File: src/hdl/chaser_defs.svh
//////////////////////////////////////////////////
// Edit CHASER_CYCLES_PER_UNIT to 10000 for silicon
// Offsets assume 32-bit word aligned registers
//////////////////////////////////////////////////
`ifndef CHASER_DEFS_SVH
`define CHASER_DEFS_SVH

`define CHASER_NUM_PINS         34     // Chased GPIO pins
`define CHASER_STEP_LAST        35     // Finished step, no pin lit
`define CHASER_CYCLES_PER_UNIT  10     // Clocks per prescaler unit, small for sim

// Field and bus widths
`define CHASER_PRESC_W          14
`define CHASER_STEP_W           6
`define CHASER_DIV_W            28     // Holds 16383 * 10000
`define CHASER_ADDR_W           4
`define CHASER_DATA_W           32

// Register byte offsets
`define CHASER_CTRL_OFS         4'h0
`define CHASER_PRESC_OFS        4'h4
`define CHASER_STATUS_OFS       4'h8

`endif

File: src/hdl/chaser_pkg.sv
//////////////////////////////////////////////////
// Widths come from chaser_defs.svh
//////////////////////////////////////////////////
`default_nettype none

`include "chaser_defs.svh"

package chaser_pkg;

    // Prescaler value in units of CHASER_CYCLES_PER_UNIT clocks
    typedef logic [`CHASER_PRESC_W-1:0] presc_t;

    // Sequence step
    // 0 idle, 1 to 34 light pin step-1, 35 finished
    typedef logic [`CHASER_STEP_W-1:0] step_t;

    // One bit per chased pin
    typedef logic [`CHASER_NUM_PINS-1:0] pins_t;

    // APB address and data
    typedef logic [`CHASER_ADDR_W-1:0] apb_addr_t;
    typedef logic [`CHASER_DATA_W-1:0] apb_data_t;

    // Tick divider count, wide enough for full prescaler on silicon
    typedef logic [`CHASER_DIV_W-1:0] div_cnt_t;

endpackage

`default_nettype wire

File: src/hdl/chaser_ctrl_if.sv
//////////////////////////////////////////////////
// Control from the register block to the tick stage
// clear_done is a single-cycle strobe
//////////////////////////////////////////////////
`timescale 1ns/1ns
`default_nettype none

interface chaser_ctrl_if;

    logic                 run;         // Enable and not stop
    logic                 clear;       // Stop bit, zeroes counters
    chaser_pkg::presc_t   prescaler;   // Pin period in units
    logic                 clear_done;  // W1C strobe on STATUS bit 0

    // Register side drives everything
    modport regs (
        output run,
        output clear,
        output prescaler,
        output clear_done
    );

    // Tick stage only listens
    modport tick (
        input  run,
        input  clear,
        input  prescaler,
        input  clear_done
    );

endinterface

`default_nettype wire

File: src/hdl/chaser_step_if.sv
//////////////////////////////////////////////////
// Strobes and step between the pipeline stages
// No back-pressure, tick is one cycle wide
//////////////////////////////////////////////////
`timescale 1ns/1ns
`default_nettype none

interface chaser_step_if;

    logic                 tick;      // One pulse per pin period
    chaser_pkg::step_t    step;      // Current sequence step
    logic                 finished;  // Step has reached the last value

    modport tick_gen (output tick);   // Tick generator

    modport counter (             // Step counter
        input  tick,
        output step,
        output finished
    );

    modport decoder (input step);  // Pin decoder

    modport regs (                // Status readback and done flag
        input  step,
        input  finished
    );

endinterface

`default_nettype wire

File: src/hdl/chaser_apb_regs.sv
//////////////////////////////////////////////////
// APB slave without wait states, pready always high
// Unmapped addresses give pslverr and read zero
//////////////////////////////////////////////////
`timescale 1ns/1ns
`default_nettype none

`include "chaser_defs.svh"

module chaser_apb_regs (
    input  wire logic                   clk,
    input  wire logic                   reset,
    input  wire chaser_pkg::apb_addr_t  paddr,
    input  wire logic                   psel,
    input  wire logic                   penable,
    input  wire logic                   pwrite,
    input  wire chaser_pkg::apb_data_t  pwdata,
    output chaser_pkg::apb_data_t       prdata,
    output logic                        pready,
    output logic                        pslverr,
    output logic                        done_irq,
    chaser_ctrl_if.regs                 ctrl,
    chaser_step_if.regs                 stat
);

    logic                enable_bit;   // CTRL bit 0
    logic                stop_bit;     // CTRL bit 1, wins over enable
    chaser_pkg::presc_t  presc_reg;
    logic                done_bit;     // Sticky STATUS bit 0

    logic access;
    logic sel_ctrl;
    logic sel_presc;
    logic sel_status;
    logic addr_hit;
    logic wr_ctrl;
    logic wr_presc;
    logic wr_status;

    // Access phase of a transfer
    assign access     = psel & penable;

    assign sel_ctrl   = (paddr == `CHASER_CTRL_OFS);
    assign sel_presc  = (paddr == `CHASER_PRESC_OFS);
    assign sel_status = (paddr == `CHASER_STATUS_OFS);
    assign addr_hit   = sel_ctrl | sel_presc | sel_status;

    // Writes land on the access-cycle edge
    assign wr_ctrl    = access & pwrite & sel_ctrl;
    assign wr_presc   = access & pwrite & sel_presc;
    assign wr_status  = access & pwrite & sel_status;

    assign pready     = access;              // Never stretched
    assign pslverr    = access & ~addr_hit;  // Bad address only

    // Control and prescaler registers
    always_ff @(posedge clk) begin
        if (reset) begin
            enable_bit <= 1'b0;
            stop_bit   <= 1'b0;
            presc_reg  <= '0;
        end else begin
            if (wr_ctrl) begin
                enable_bit <= pwdata[0];
                stop_bit   <= pwdata[1];
            end
            if (wr_presc)
                presc_reg <= pwdata[`CHASER_PRESC_W-1:0];  // Upper bits dropped
        end
    end

    // Done flag
    // Set has priority, so a clear only sticks once stop has dropped finished
    always_ff @(posedge clk) begin
        if (reset)
            done_bit <= 1'b0;
        else if (stat.finished)
            done_bit <= 1'b1;
        else if (ctrl.clear_done)
            done_bit <= 1'b0;
    end

    assign done_irq = done_bit;

    // Outputs toward the tick stage
    assign ctrl.run        = enable_bit & ~stop_bit;  // Stop wins
    assign ctrl.clear      = stop_bit;
    assign ctrl.prescaler  = presc_reg;
    assign ctrl.clear_done = wr_status & pwdata[0];   // W1C strobe

    // Read mux, valid while paddr is held in the access cycle
    always_comb begin
        prdata = '0;  // Unmapped reads return zero
        if (sel_ctrl)
            prdata = chaser_pkg::apb_data_t'({stop_bit, enable_bit});
        else if (sel_presc)
            prdata = chaser_pkg::apb_data_t'(presc_reg);
        else if (sel_status) begin
            prdata[0] = done_bit;
            prdata[8 +: `CHASER_STEP_W] = stat.step;  // Bits 13:8
        end
    end

endmodule

`default_nettype wire

File: src/hdl/chaser_pin_decoder.sv
//////////////////////////////////////////////////
// gpio_out lags step by one cycle
// gpio_oeb is active low, driven only while running
//////////////////////////////////////////////////
`timescale 1ns/1ns
`default_nettype none

`include "chaser_defs.svh"

module chaser_pin_decoder (
    input  wire logic       clk,
    input  wire logic       reset,
    input  wire logic       run,
    chaser_step_if.decoder  stp,
    output chaser_pkg::pins_t gpio_out,
    output chaser_pkg::pins_t gpio_oeb
);

    chaser_pkg::pins_t pins_next;

    // One-hot decode, idle and finished light nothing
    always_comb begin
        pins_next = '0;
        if (stp.step != '0 && stp.step != chaser_pkg::step_t'(`CHASER_STEP_LAST))
            pins_next = chaser_pkg::pins_t'(1) << (stp.step - chaser_pkg::step_t'(1));
    end

    always_ff @(posedge clk) begin
        if (reset) begin
            gpio_out <= '0;
            gpio_oeb <= '1;      // All pins released
        end else begin
            gpio_out <= pins_next;
            gpio_oeb <= run ? '0 : '1;  // Frozen pin floats while paused
        end
    end

endmodule

`default_nettype wire

File: src/hdl/chaser_step_counter.sv
//////////////////////////////////////////////////
// Runs once from idle to the finished step
// Only clear brings it back to idle
//////////////////////////////////////////////////
`timescale 1ns/1ns
`default_nettype none

`include "chaser_defs.svh"

module chaser_step_counter (
    input  wire logic      clk,
    input  wire logic      reset,
    input  wire logic      clear,
    chaser_step_if.counter stp
);

    localparam chaser_pkg::step_t STEP_IDLE = '0;
    localparam chaser_pkg::step_t STEP_LAST = chaser_pkg::step_t'(`CHASER_STEP_LAST);

    chaser_pkg::step_t step_q;
    logic              at_last;

    assign at_last = (step_q == STEP_LAST);

    // Advance one step per tick, saturate at the end
    always_ff @(posedge clk) begin
        if (reset) begin
            step_q <= STEP_IDLE;
        end else if (clear) begin
            step_q <= STEP_IDLE;   // Stop returns to idle
        end else if (stp.tick && !at_last) begin
            step_q <= step_q + chaser_pkg::step_t'(1);
        end
    end

    assign stp.step     = step_q;
    assign stp.finished = at_last;  // Level, held until clear

endmodule

`default_nettype wire

File: src/hdl/chaser_tick_gen.sv
//////////////////////////////////////////////////
// Prescaler of zero gives no ticks
// Count pauses while run is low
//////////////////////////////////////////////////
`timescale 1ns/1ns
`default_nettype none

`include "chaser_defs.svh"

module chaser_tick_gen (
    input  wire logic       clk,
    input  wire logic       reset,
    chaser_ctrl_if.tick     ctrl,
    chaser_step_if.tick_gen stp
);

    chaser_pkg::div_cnt_t div_cnt;     // Clocks into current period
    chaser_pkg::div_cnt_t div_limit;   // Clocks per pin period
    logic                 counting;
    logic                 wrap;

    // Period length in clocks
    assign div_limit = chaser_pkg::div_cnt_t'(ctrl.prescaler)
                     * chaser_pkg::div_cnt_t'(`CHASER_CYCLES_PER_UNIT);

    assign counting = ctrl.run && (ctrl.prescaler != '0);

    // Last clock of the period, >= covers a prescaler lowered mid count
    assign wrap = (div_cnt >= div_limit - chaser_pkg::div_cnt_t'(1));

    always_ff @(posedge clk) begin
        if (reset) begin
            div_cnt  <= '0;
            stp.tick <= 1'b0;
        end else if (ctrl.clear) begin
            div_cnt  <= '0;     // Stop restarts the period
            stp.tick <= 1'b0;
        end else if (counting) begin
            if (wrap) begin
                div_cnt  <= '0;
                stp.tick <= 1'b1;  // One cycle pulse
            end else begin
                div_cnt  <= div_cnt + chaser_pkg::div_cnt_t'(1);
                stp.tick <= 1'b0;
            end
        end else begin
            stp.tick <= 1'b0;   // Paused, keep div_cnt
        end
    end

endmodule

`default_nettype wire

File: src/hdl/gpio_chaser.sv
//////////////////////////////////////////////////
// One pin high at a time, 34 pins, then done_irq
// Enable, stop and prescaler set over APB
//////////////////////////////////////////////////
`timescale 1ns/1ns
`default_nettype none

module gpio_chaser (
    input  wire logic                   clk,
    input  wire logic                   reset,
    input  wire chaser_pkg::apb_addr_t  paddr,
    input  wire logic                   psel,
    input  wire logic                   penable,
    input  wire logic                   pwrite,
    input  wire chaser_pkg::apb_data_t  pwdata,
    output chaser_pkg::apb_data_t       prdata,
    output logic                        pready,
    output logic                        pslverr,
    output chaser_pkg::pins_t           gpio_out,
    output chaser_pkg::pins_t           gpio_oeb,
    output logic                        done_irq
);

    chaser_ctrl_if ctrl_bus ();   // Registers to tick stage
    chaser_step_if step_bus ();   // Stage to stage strobes

    // APB registers, done flag
    chaser_apb_regs regs_inst (
        .clk      (clk),
        .reset    (reset),
        .paddr    (paddr),
        .psel     (psel),
        .penable  (penable),
        .pwrite   (pwrite),
        .pwdata   (pwdata),
        .prdata   (prdata),
        .pready   (pready),
        .pslverr  (pslverr),
        .done_irq (done_irq),
        .ctrl     (ctrl_bus.regs),
        .stat     (step_bus.regs)
    );

    // Stage 1, pin period ticks
    chaser_tick_gen tick_inst (
        .clk   (clk),
        .reset (reset),
        .ctrl  (ctrl_bus.tick),
        .stp   (step_bus.tick_gen)
    );

    // Stage 2, step 0 to 35
    chaser_step_counter step_inst (
        .clk   (clk),
        .reset (reset),
        .clear (ctrl_bus.clear),
        .stp   (step_bus.counter)
    );

    // Stage 3, pins
    chaser_pin_decoder dec_inst (
        .clk      (clk),
        .reset    (reset),
        .run      (ctrl_bus.run),
        .stp      (step_bus.decoder),
        .gpio_out (gpio_out),
        .gpio_oeb (gpio_oeb)
    );

endmodule

`default_nettype wire

File: config.mk
export PLATFORM = sky130hd
export DESIGN_NAME = gpio_chaser
export DESIGN_NICKNAME = d
export VERILOG_FILES = /design/src/hdl/chaser_pkg.sv /design/src/hdl/chaser_ctrl_if.sv /design/src/hdl/chaser_step_if.sv /design/src/hdl/chaser_apb_regs.sv /design/src/hdl/chaser_pin_decoder.sv /design/src/hdl/chaser_step_counter.sv /design/src/hdl/chaser_tick_gen.sv /design/src/hdl/gpio_chaser.sv
export VERILOG_INCLUDE_DIRS = /design/src /design/src/hdl
export SDC_FILE = /design/constraint.sdc
export NUM_CORES = 1
export LEC_CHECK = 0
export BUFFER_PORTS_ARGS = -buffer_cell sky130_fd_sc_hd__buf_2
export CAP_MARGIN = 5
export CORE_ASPECT_RATIO = 1.4
export CORE_UTILIZATION = 44
export CTS_BUF_LIST = sky130_fd_sc_hd__clkbuf_4
export DETAILED_ROUTE_END_ITERATION = 12
export PLACE_DENSITY = 0.68
export SLEW_MARGIN = 5
export SYNTH_ARGS = -nofsm -noshare
export SYNTH_HDL_FRONTEND = slang
export SYNTH_SLANG_ARGS = --single-unit
File: constraint.sdc
create_clock -name clk -period 5.7 [get_ports clk]
set_input_delay 0.285 -clock clk [delete_from_list [all_inputs] [get_ports clk]]
set_output_delay 0.285 -clock clk [all_outputs]
set_load 0.1 [all_outputs]
==> results of run 1 <==
[worst paths after layout]
kind	from	to	slack, ns	cells past startpoint
worst max-delay path	regs_inst.ctrl.prescaler[1]	tick_inst.div_cnt[5]	0.45	19
worst min-delay path	pwdata[2]	regs_inst.ctrl.prescaler[2]	0.06	3
worst max register to register	regs_inst.ctrl.prescaler[1]	tick_inst.div_cnt[5]	0.45	19
worst min register to register	regs_inst.enable_bit	dec_inst.gpio_oeb[32]	0.47	1
[where the power goes]
part	total (uW)	switching (uW)	internal [uW]
Sequential	619	6.29	612
Combinational	128	99.8	28.0
Clock	384	240	144
[worst max-delay path, delay by kind of cell (launching register included)]
kind | cells | cell delay [ns]
compound gates | 9 | 1.99
fa+ha+maj | 4 | 1.25
buf+inv | 1 | 0.22
flops | 1 | 0.44
simple gates | 5 | 1.29
[final cells by class]
type / count / area, sq um
fillers: 1171 / 6200
multi-input cells: 524 / 3380
flip-flops and latches: 87 / 1740
repair buffers: 112 / 573
well taps: 150 / 188
clock inverters: 7 / 91.3
clock buffers: 9 / 67.6
inverters: 18 / 67.6
[through the flow]
step,hold slack [ns],util
final,0.0563,0.496
after global routing,0.0481,0.496
after CTS,0.0328,0.495
after detailed placement,0.442,0.482
after global placement,0.436,0.482
after floorplan,0.378,-
[flip-flops by register name (all words and copies together) (netlist names)]
register                  cells
regs_inst.done_irq            1
step_inst.stp.step            6
dec_inst.gpio_oeb             1
regs_inst.ctrl.clear          1
tick_inst.stp.tick            1
regs_inst.enable_bit          1
regs_inst.ctrl.prescaler     14
dec_inst.gpio_out            34
tick_inst.div_cnt            28
[placed cells by master, fill, tap and decap left out, types with 5 or more instances in the layout]
| cell | count |
|---|---|
| a22oi_1 | 7 |
| buf_2 | 107 |
| dfxtp_1 | 87 |
| nand4_1 | 14 |
| nand3_1 | 26 |
| mux2i_1 | 5 |
| a21o_1 | 10 |
| nor3_1 | 22 |
| and3_1 | 18 |
| xnor2_1 | 30 |
| conb_1 | 18 |
| buf_4 | 5 |
| nor2_1 | 88 |
| nor4_1 | 6 |
| nor2b_1 | 7 |
| o21ai_0 | 18 |
| xor2_1 | 15 |
| clkbuf_4 | 9 |
| nand2_1 | 69 |
| ha_1 | 61 |
| a21oi_1 | 43 |
| and2_1 | 7 |
| inv_1 | 18 |
[cells by family (layout without fill, tap and decap cells)]
logic type	after synthesis	in the layout	synth area share
simple gates	284	284	0.242
compound gates	109	109	0.127
xor+xnor	45	45	0.0708
buf+inv	88	146	0.0942
fa+ha+maj	62	62	0.141
other cells	1	18	0.000674
flops	87	87	0.313
mux	6	6	0.0110
[what timing repair did]
item / CTS / global route
setup buffers: 0 / 0
endpoints found under the setup margin: 0 / 29
gates resized for setup: 0 / 3
[routing by layer]
layer	share of wire	routed length (microns)
met1	0.42	5020
met4	0.020	243
met5	0	0
met3	0.034	407
met2	0.53	6270
==> run summary, run 1 <==
The run finished with clean final reports. No sink is reached through more buffers than the 2 on the longest clock path. The number of standard cells in the final layout excluding fillers is 907.

By instance count, the leading cell after synthesis is nor2_1. The number of enable-type register cells in the synthesized netlist came out at 0. At the worst endpoint, the arrival time is between 5 and 6 ns. The maximum fanout along the worst path came out at 13. The largest stage delay on the critical path came out at 0.47 ns. The cell type with the highest aggregate area in the netlist is dfxtp_1.

The worst setup path is launched from a register. The total clock buffers created by CTS is 9. The clock net in this run drives a total of 87 sinks. The final HPWL from detailed placement came out at roughly 9.3 mm. The count of inserted antenna diode cells is 0. The row count is 48. Among all stages on the critical path, the largest delay is contributed by or3_4. The routed wirelength normalized by instance count came out at 13.2 microns.

The headroom to the max-slew limit came out at 0.421. The chip height came out at 135 microns. The largest voltage drop on the vdd net came out at 0.154 mV. The summed area of non-filler cells in the final layout came out at 6110 sq um. Measured along the x axis, the die boundary spans slightly below 100 microns. The number of global-route vias before repair came to 4389. The CTS tree is yes. The worst-case setup margin in the final layout came out at 0.446 ns. By area the synthesized netlist is led by dfxtp_1 (31%), ha_1 (14%), buf_4 (6.9%).

The fraction of met3 tracks used by global routing is 0.0243. The initial utilization of the core area, before any placement, comes to 0.452. Clock skew on the completed layout was measured at approximately 0.022 ns. Of the cells placed in the final design, the portion with a size suffix greater than 1 is 0.189. The gate count of the mapped netlist is 682.

Of the post-synthesis cell area, the dominant cell type holds 0.313. The clock latency of the later-clocked register in the worst-skew pair is 0.44 ns. The clock transition time at the flip-flop clock pins of the worst setup and hold paths came out at roughly 0.16 ns. The count of buffers inserted at the top-level ports is 107. In the synthesized netlist the async set-or-reset flop fraction comes to 0. For this run, the detailed router's first-pass iteration total came to 4.

At the worst endpoint, the required time is approximately 6.1 ns. The worst hold path belongs to the class in2reg. Summing all placed instances gives a cell area of between 5000 and 6000 sq um.

The final-layout setup total negative slack came out at 0 ns. The power density of the placed cells is 185 nW/um^2. The global-route wire length before repair is 19.7 mm. The number of antenna violations at the first check in global routing is 0.

The number of DRC violations after detailed-routing iteration 0 came out at 264. After detailed routing, the total wire length is 11.9 mm. The mean post-synth cell area came out at about 8 sq um. STA classifies the critical path endpoint as a register.

Traced cell by cell, the critical path runs through ha_1 -> ha_1 -> fa_1 -> a21o_1 -> a221oi_4 -> o2111ai_1 -> nand3_2 -> or3b_1 -> or2_1 -> or3_4 -> ha_1 -> a21oi_1 -> o21ai_0 -> a2111oi_1 -> o211ai_1 -> a21oi_1 -> buf_4 -> nand3_1 -> a31oi_1. The area growth from synthesis to layout came out at 9.69%. The portion of the clock cycle consumed by the worst path in the final layout is 0.922. The dominant register cell in the synthesized netlist is dfxtp_1. The fmax came out at 0.190 GHz. The cell leakage power came out at 0.00286 uW. The H-tree generated during clock tree synthesis spans 3 levels. The aggregate global routing overflow is 0.

The overall track demand over capacity in global routing is 0.180. At the placement stage, the worst setup path has a slack of 0.184 ns. The number of placed instances with taps included is 891. The most frequent cell on the critical path is ha_1. The count of warnings emitted by yosys is 0. The total via count in the routed design came out at 4797. The count of boundary I/O pins is 144.

The die area is around 13000 sq um. The number of register bits inferred by synthesis came out at 87. The distinct cell type count after synthesis is 58. The final hold violation count came out at 0. The summed instance area of the synthesized netlist is around 5600 sq um. The final total power came out at 1130 uW.

The worst setup path is of the reg2reg kind. Sorting the synthesized cells by how often they occur yields nor2_1 (88), dfxtp_1 (87), nand2_1 (69). Setup repair after global routing left no endpoint under its margin.

For this run, global-route usage on met2 was measured as 0.332. The root buffer cell is clkbuf_4. The number of vias per cell after detailed routing is 5.29.

The final-stage net count is roughly 860. The transition time at the pin with the least slew margin is 0.866 ns. Setup violations remaining at the end of the flow were counted as 0. The number of max-slew violations in the final report is 0. After global routing, the most crowded layer is met2. For this run, design rule violations remaining after detail routing come to 0. The tool flagged a number of max-cap violations equal to 0. In this run the standard cell core region covers 12300 sq um. The maximum number of pins on one net before global-route repair is 35.

The final critical path time including I/O delays and setup is around 5.3 ns. For this run, global-route usage on met1 was measured as 0.211. The detail route stage leaves a number of antenna-violating nets equal to 0. The portion of the post-synthesis area used by sequential elements came out at 0.313.

The weighted congestion at the end of routability-driven global placement is approximately 0.84. Buffers inserted to repair hold after CTS numbered 0.
Note: power is estimated with default switching activity, not from simulation.
==> run 2, diff against run 1 <==
==> constraint.sdc (replaced) <==
create_clock -name clk -period 5.7 [get_ports clk]
set_input_delay 0.855 -clock clk [delete_from_list [all_inputs] [get_ports clk]]
set_output_delay 0.855 -clock clk [all_outputs]
set_load 0.1 [all_outputs]
==> run 2 against run 1 <==
Net effect:
- critical endpoint is now tick_inst.div_cnt[2]
- highest routed layer unchanged
- non-clock buffer count stayed put
- clock power hardly changed
- setup slack better by 0.033 ns
- hold slack better by 0.44 ns
- total power is 0.21% lower
- sequential power hardly changed
- clock-buffer cell count stayed put
- wire length is 0.49% lower
- die area stayed put
- first-iteration DRC count is 14% higher
- combinational power hardly changed
- global-route usage is 0.051 points higher
==> run summary, run 2 (same netlist as run 1, synthesis figures left out) <==
The run finished with clean final reports. The critical path data arrival time is 5.59 ns (-0.02 ns). The count of buffers inserted at the top-level ports came out at 107 (unchanged). The global-route wire length before repair was 19.6 mm (-0.52%). The number of global-route vias before repair is 4356 (-0.75%).

The transition time at the pin with the least slew margin is 0.844 ns (-0.0220 ns). The post-detailed-route DRC marker count was 0 (unchanged). The power density of the placed cells came out at 185 nW/um^2 (about the same).

The final hold violation count was 0 (unchanged). The total setup violations reported at the end of the flow came out at 0 (unchanged). The final-layout fill cell count came to 1153 (-1.5%). The final HPWL from detailed placement is 9.28 mm (-0.61%).

The largest voltage drop on the vdd net came to 0.117 mV (-24%). The final-stage net count came to 855 (unchanged). The area growth from synthesis to layout is 9.51%. The ratio of cells with drive above 1 in the final layout came to 0.186 (-0.00264). The count of boundary I/O pins came to 144 (unchanged). The number of vias per cell after detailed routing is 5.23 (-1.1%). The total number of H-tree levels is 3 (unchanged). The largest stage delay on the critical path is 0.45 ns (-0.02 ns). The overall track demand over capacity in global routing was 0.180 (+0.000512). The number of sinks handled by clock tree synthesis is 87 (unchanged).

The chip width came out at 97.1 microns (unchanged). The worst hold path belongs to the class reg2reg. The core utilization of the finished layout came out at 0.495 (-0.000813).

The final critical path time including I/O delays and setup is 5.22 ns (-0.0327 ns). The kind of end point of the critical path is a register. The maximum number of pins on one net before global-route repair came out at 35 (unchanged). The required time of the worst setup path came out at 6.07 ns (about the same).

The library cell used most frequently in the layout, excluding fill and tap cells, is buf_2. The clock latency of the later-clocked register in the worst-skew pair came out at 0.45 ns (about the same). The row count is 48 (unchanged). Setup repair after global routing left no endpoint under its margin.

The number of violations of the max-capacitance limit came out at 0 (unchanged). The area of the multi-input gates came to 3370 sq um (-0.37%). The number of antenna violations at the first check in global routing came out at 1 (+1). The fmax was 0.192 GHz (+0.63%).

The cell leakage power came out at 0.00286 uW (about the same). The total wire length is 11.9 mm (-0.49%). CTS placed an instance of clkbuf_4 at the clock tree root. The cell at the slowest stage of the critical path is dfxtp_1. The initial core utilization came to 0.452 (unchanged). The number of buffers between clock root and the deepest sink came to 2 (unchanged).

The number of DRC violations after detailed-routing iteration 0 came out at 301 (+14%). The portion of the clock cycle consumed by the worst path in the final layout came to 0.916 (-0.00574). The aggregate global routing overflow is 0 (unchanged). The chip height is 135 microns (unchanged). TritonCTS built the clock tree.

The final-layout setup total negative slack came to 0 ns (unchanged). The total via count in the routed design came out at 4749 (-1.0%). The total core area is 12300 sq um (unchanged). The maximum fanout along the worst path is 13 (unchanged). The hold buffer count at cts came to 0 (unchanged). Counting flops per register, the top entry is dec_inst.gpio_out. The total area of sequential cells came to 1740 sq um (unchanged). In the layout the commonest cells are buf_2 (107), nor2_1 (88), dfxtp_1 (87). The class of the most critical setup path is reg2reg.

The number of max-slew violations in the final report is 0 (unchanged). The clock tree skew after final layout came out at 0.0252 ns (+0.00332 ns). The worst setup path is launched from a register.

The clock transition time at the flip-flop clock pins of the worst setup and hold paths was 0.16 ns (about the same). The post-route antenna net violation count came to 0 (unchanged). The total iterations of the first detailed-routing run is 4 (unchanged).

The post-CTS resize count came to 0 (unchanged). The weighted congestion at the end of routability-driven global placement is 0.845 (+0.46%). The count of buffers added by post-CTS timing repair for setup is 0 (unchanged).

The number of flip-flops under the largest register name came to 34 (unchanged). The headroom to the max-slew limit came out at 0.436 (+0.0147). The critical path goes through ha_1 -> ha_1 -> fa_1 -> a21o_1 -> a221oi_4 -> o2111ai_1 -> nand3_2 -> or3b_1 -> or2_1 -> or3_1 -> ha_1 -> a21oi_1 -> o21ai_0 -> a2111oi_0 -> o211ai_1 -> a21oi_1 -> buf_4 -> o21ai_0 -> a21oi_1.

The die area is 13100 sq um (unchanged). The routed wirelength normalized by instance count came to 13.1 microns (-0.60%). The total clock buffers created by CTS came out at 9 (unchanged).
==> run 2: final cells by class <==
| class | instances | share of cell area |
|---|---|---|
| Clock buffer | 9 | 0.0111 |
| Multi-Input combinational cell | 524 | 0.552 |
| Tap cell | 150 | 0.0308 |
| Inverter | 18 | 0.0111 |
| Clock inverter | 7 | 0.0150 |
| Antenna cell | 1 | 0.000410 |
| Sequential cell | 87 | 0.286 |
| Timing Repair Buffer | 112 | 0.0940 |
==> run 2: through the flow <==
stage / total power, uW / std cells / setup WS [ns] / hold WS (ns) / cell area, sq um
after detailed placement: 758 / 891 / 0.471 / 0.448 / 5940
final: 1130 / 908 / 0.479 / 0.497 / 6100
after global placement: 755 / 891 / 0.549 / 0.440 / 5940
after CTS: 1140 / 907 / 0.435 / 0.501 / 6090
after floorplan: 746 / 699 / 0.594 / 0.378 / 5630
after global routing: 1180 / 908 / 0.00842 / 0.526 / 6100
==> run 2: critical path, delay by kind of cell, from the launching register on <==
| family | cells | cell delay (ns) |
|---|---|---|
| compound gates | 10 | 2.10 |
| flops | 1 | 0.45 |
| buf+inv | 1 | 0.22 |
| simple gates | 4 | 1.15 |
| fa+ha+maj | 4 | 1.23 |
==> run 2: report_power, final <==
part	leakage, uW	switching [uW]	internal, uW
Sequential	0.000701	6.13	612
Combinational	0.00208	99.1	28.2
Clock	0.0000818	239	144
==> run 2: routing by layer <==
metal	share of wire	track usage	wire (microns)
met2	0.53	0.336	6280
met4	0.016	0.0730	195
met3	0.032	0.0280	376
met5	0	0	0
met1	0.42	0.204	5020
==> run 2: final timing paths <==
kind,startpoint,depth (start not counted),endpoint,slack (ns)
max reg2reg,regs_inst.ctrl.prescaler[1],19,tick_inst.div_cnt[2],0.48
min,regs_inst.enable_bit,1,dec_inst.gpio_oeb[32],0.50
min reg2reg,regs_inst.enable_bit,1,dec_inst.gpio_oeb[32],0.50
max,regs_inst.ctrl.prescaler[1],19,tick_inst.div_cnt[2],0.48
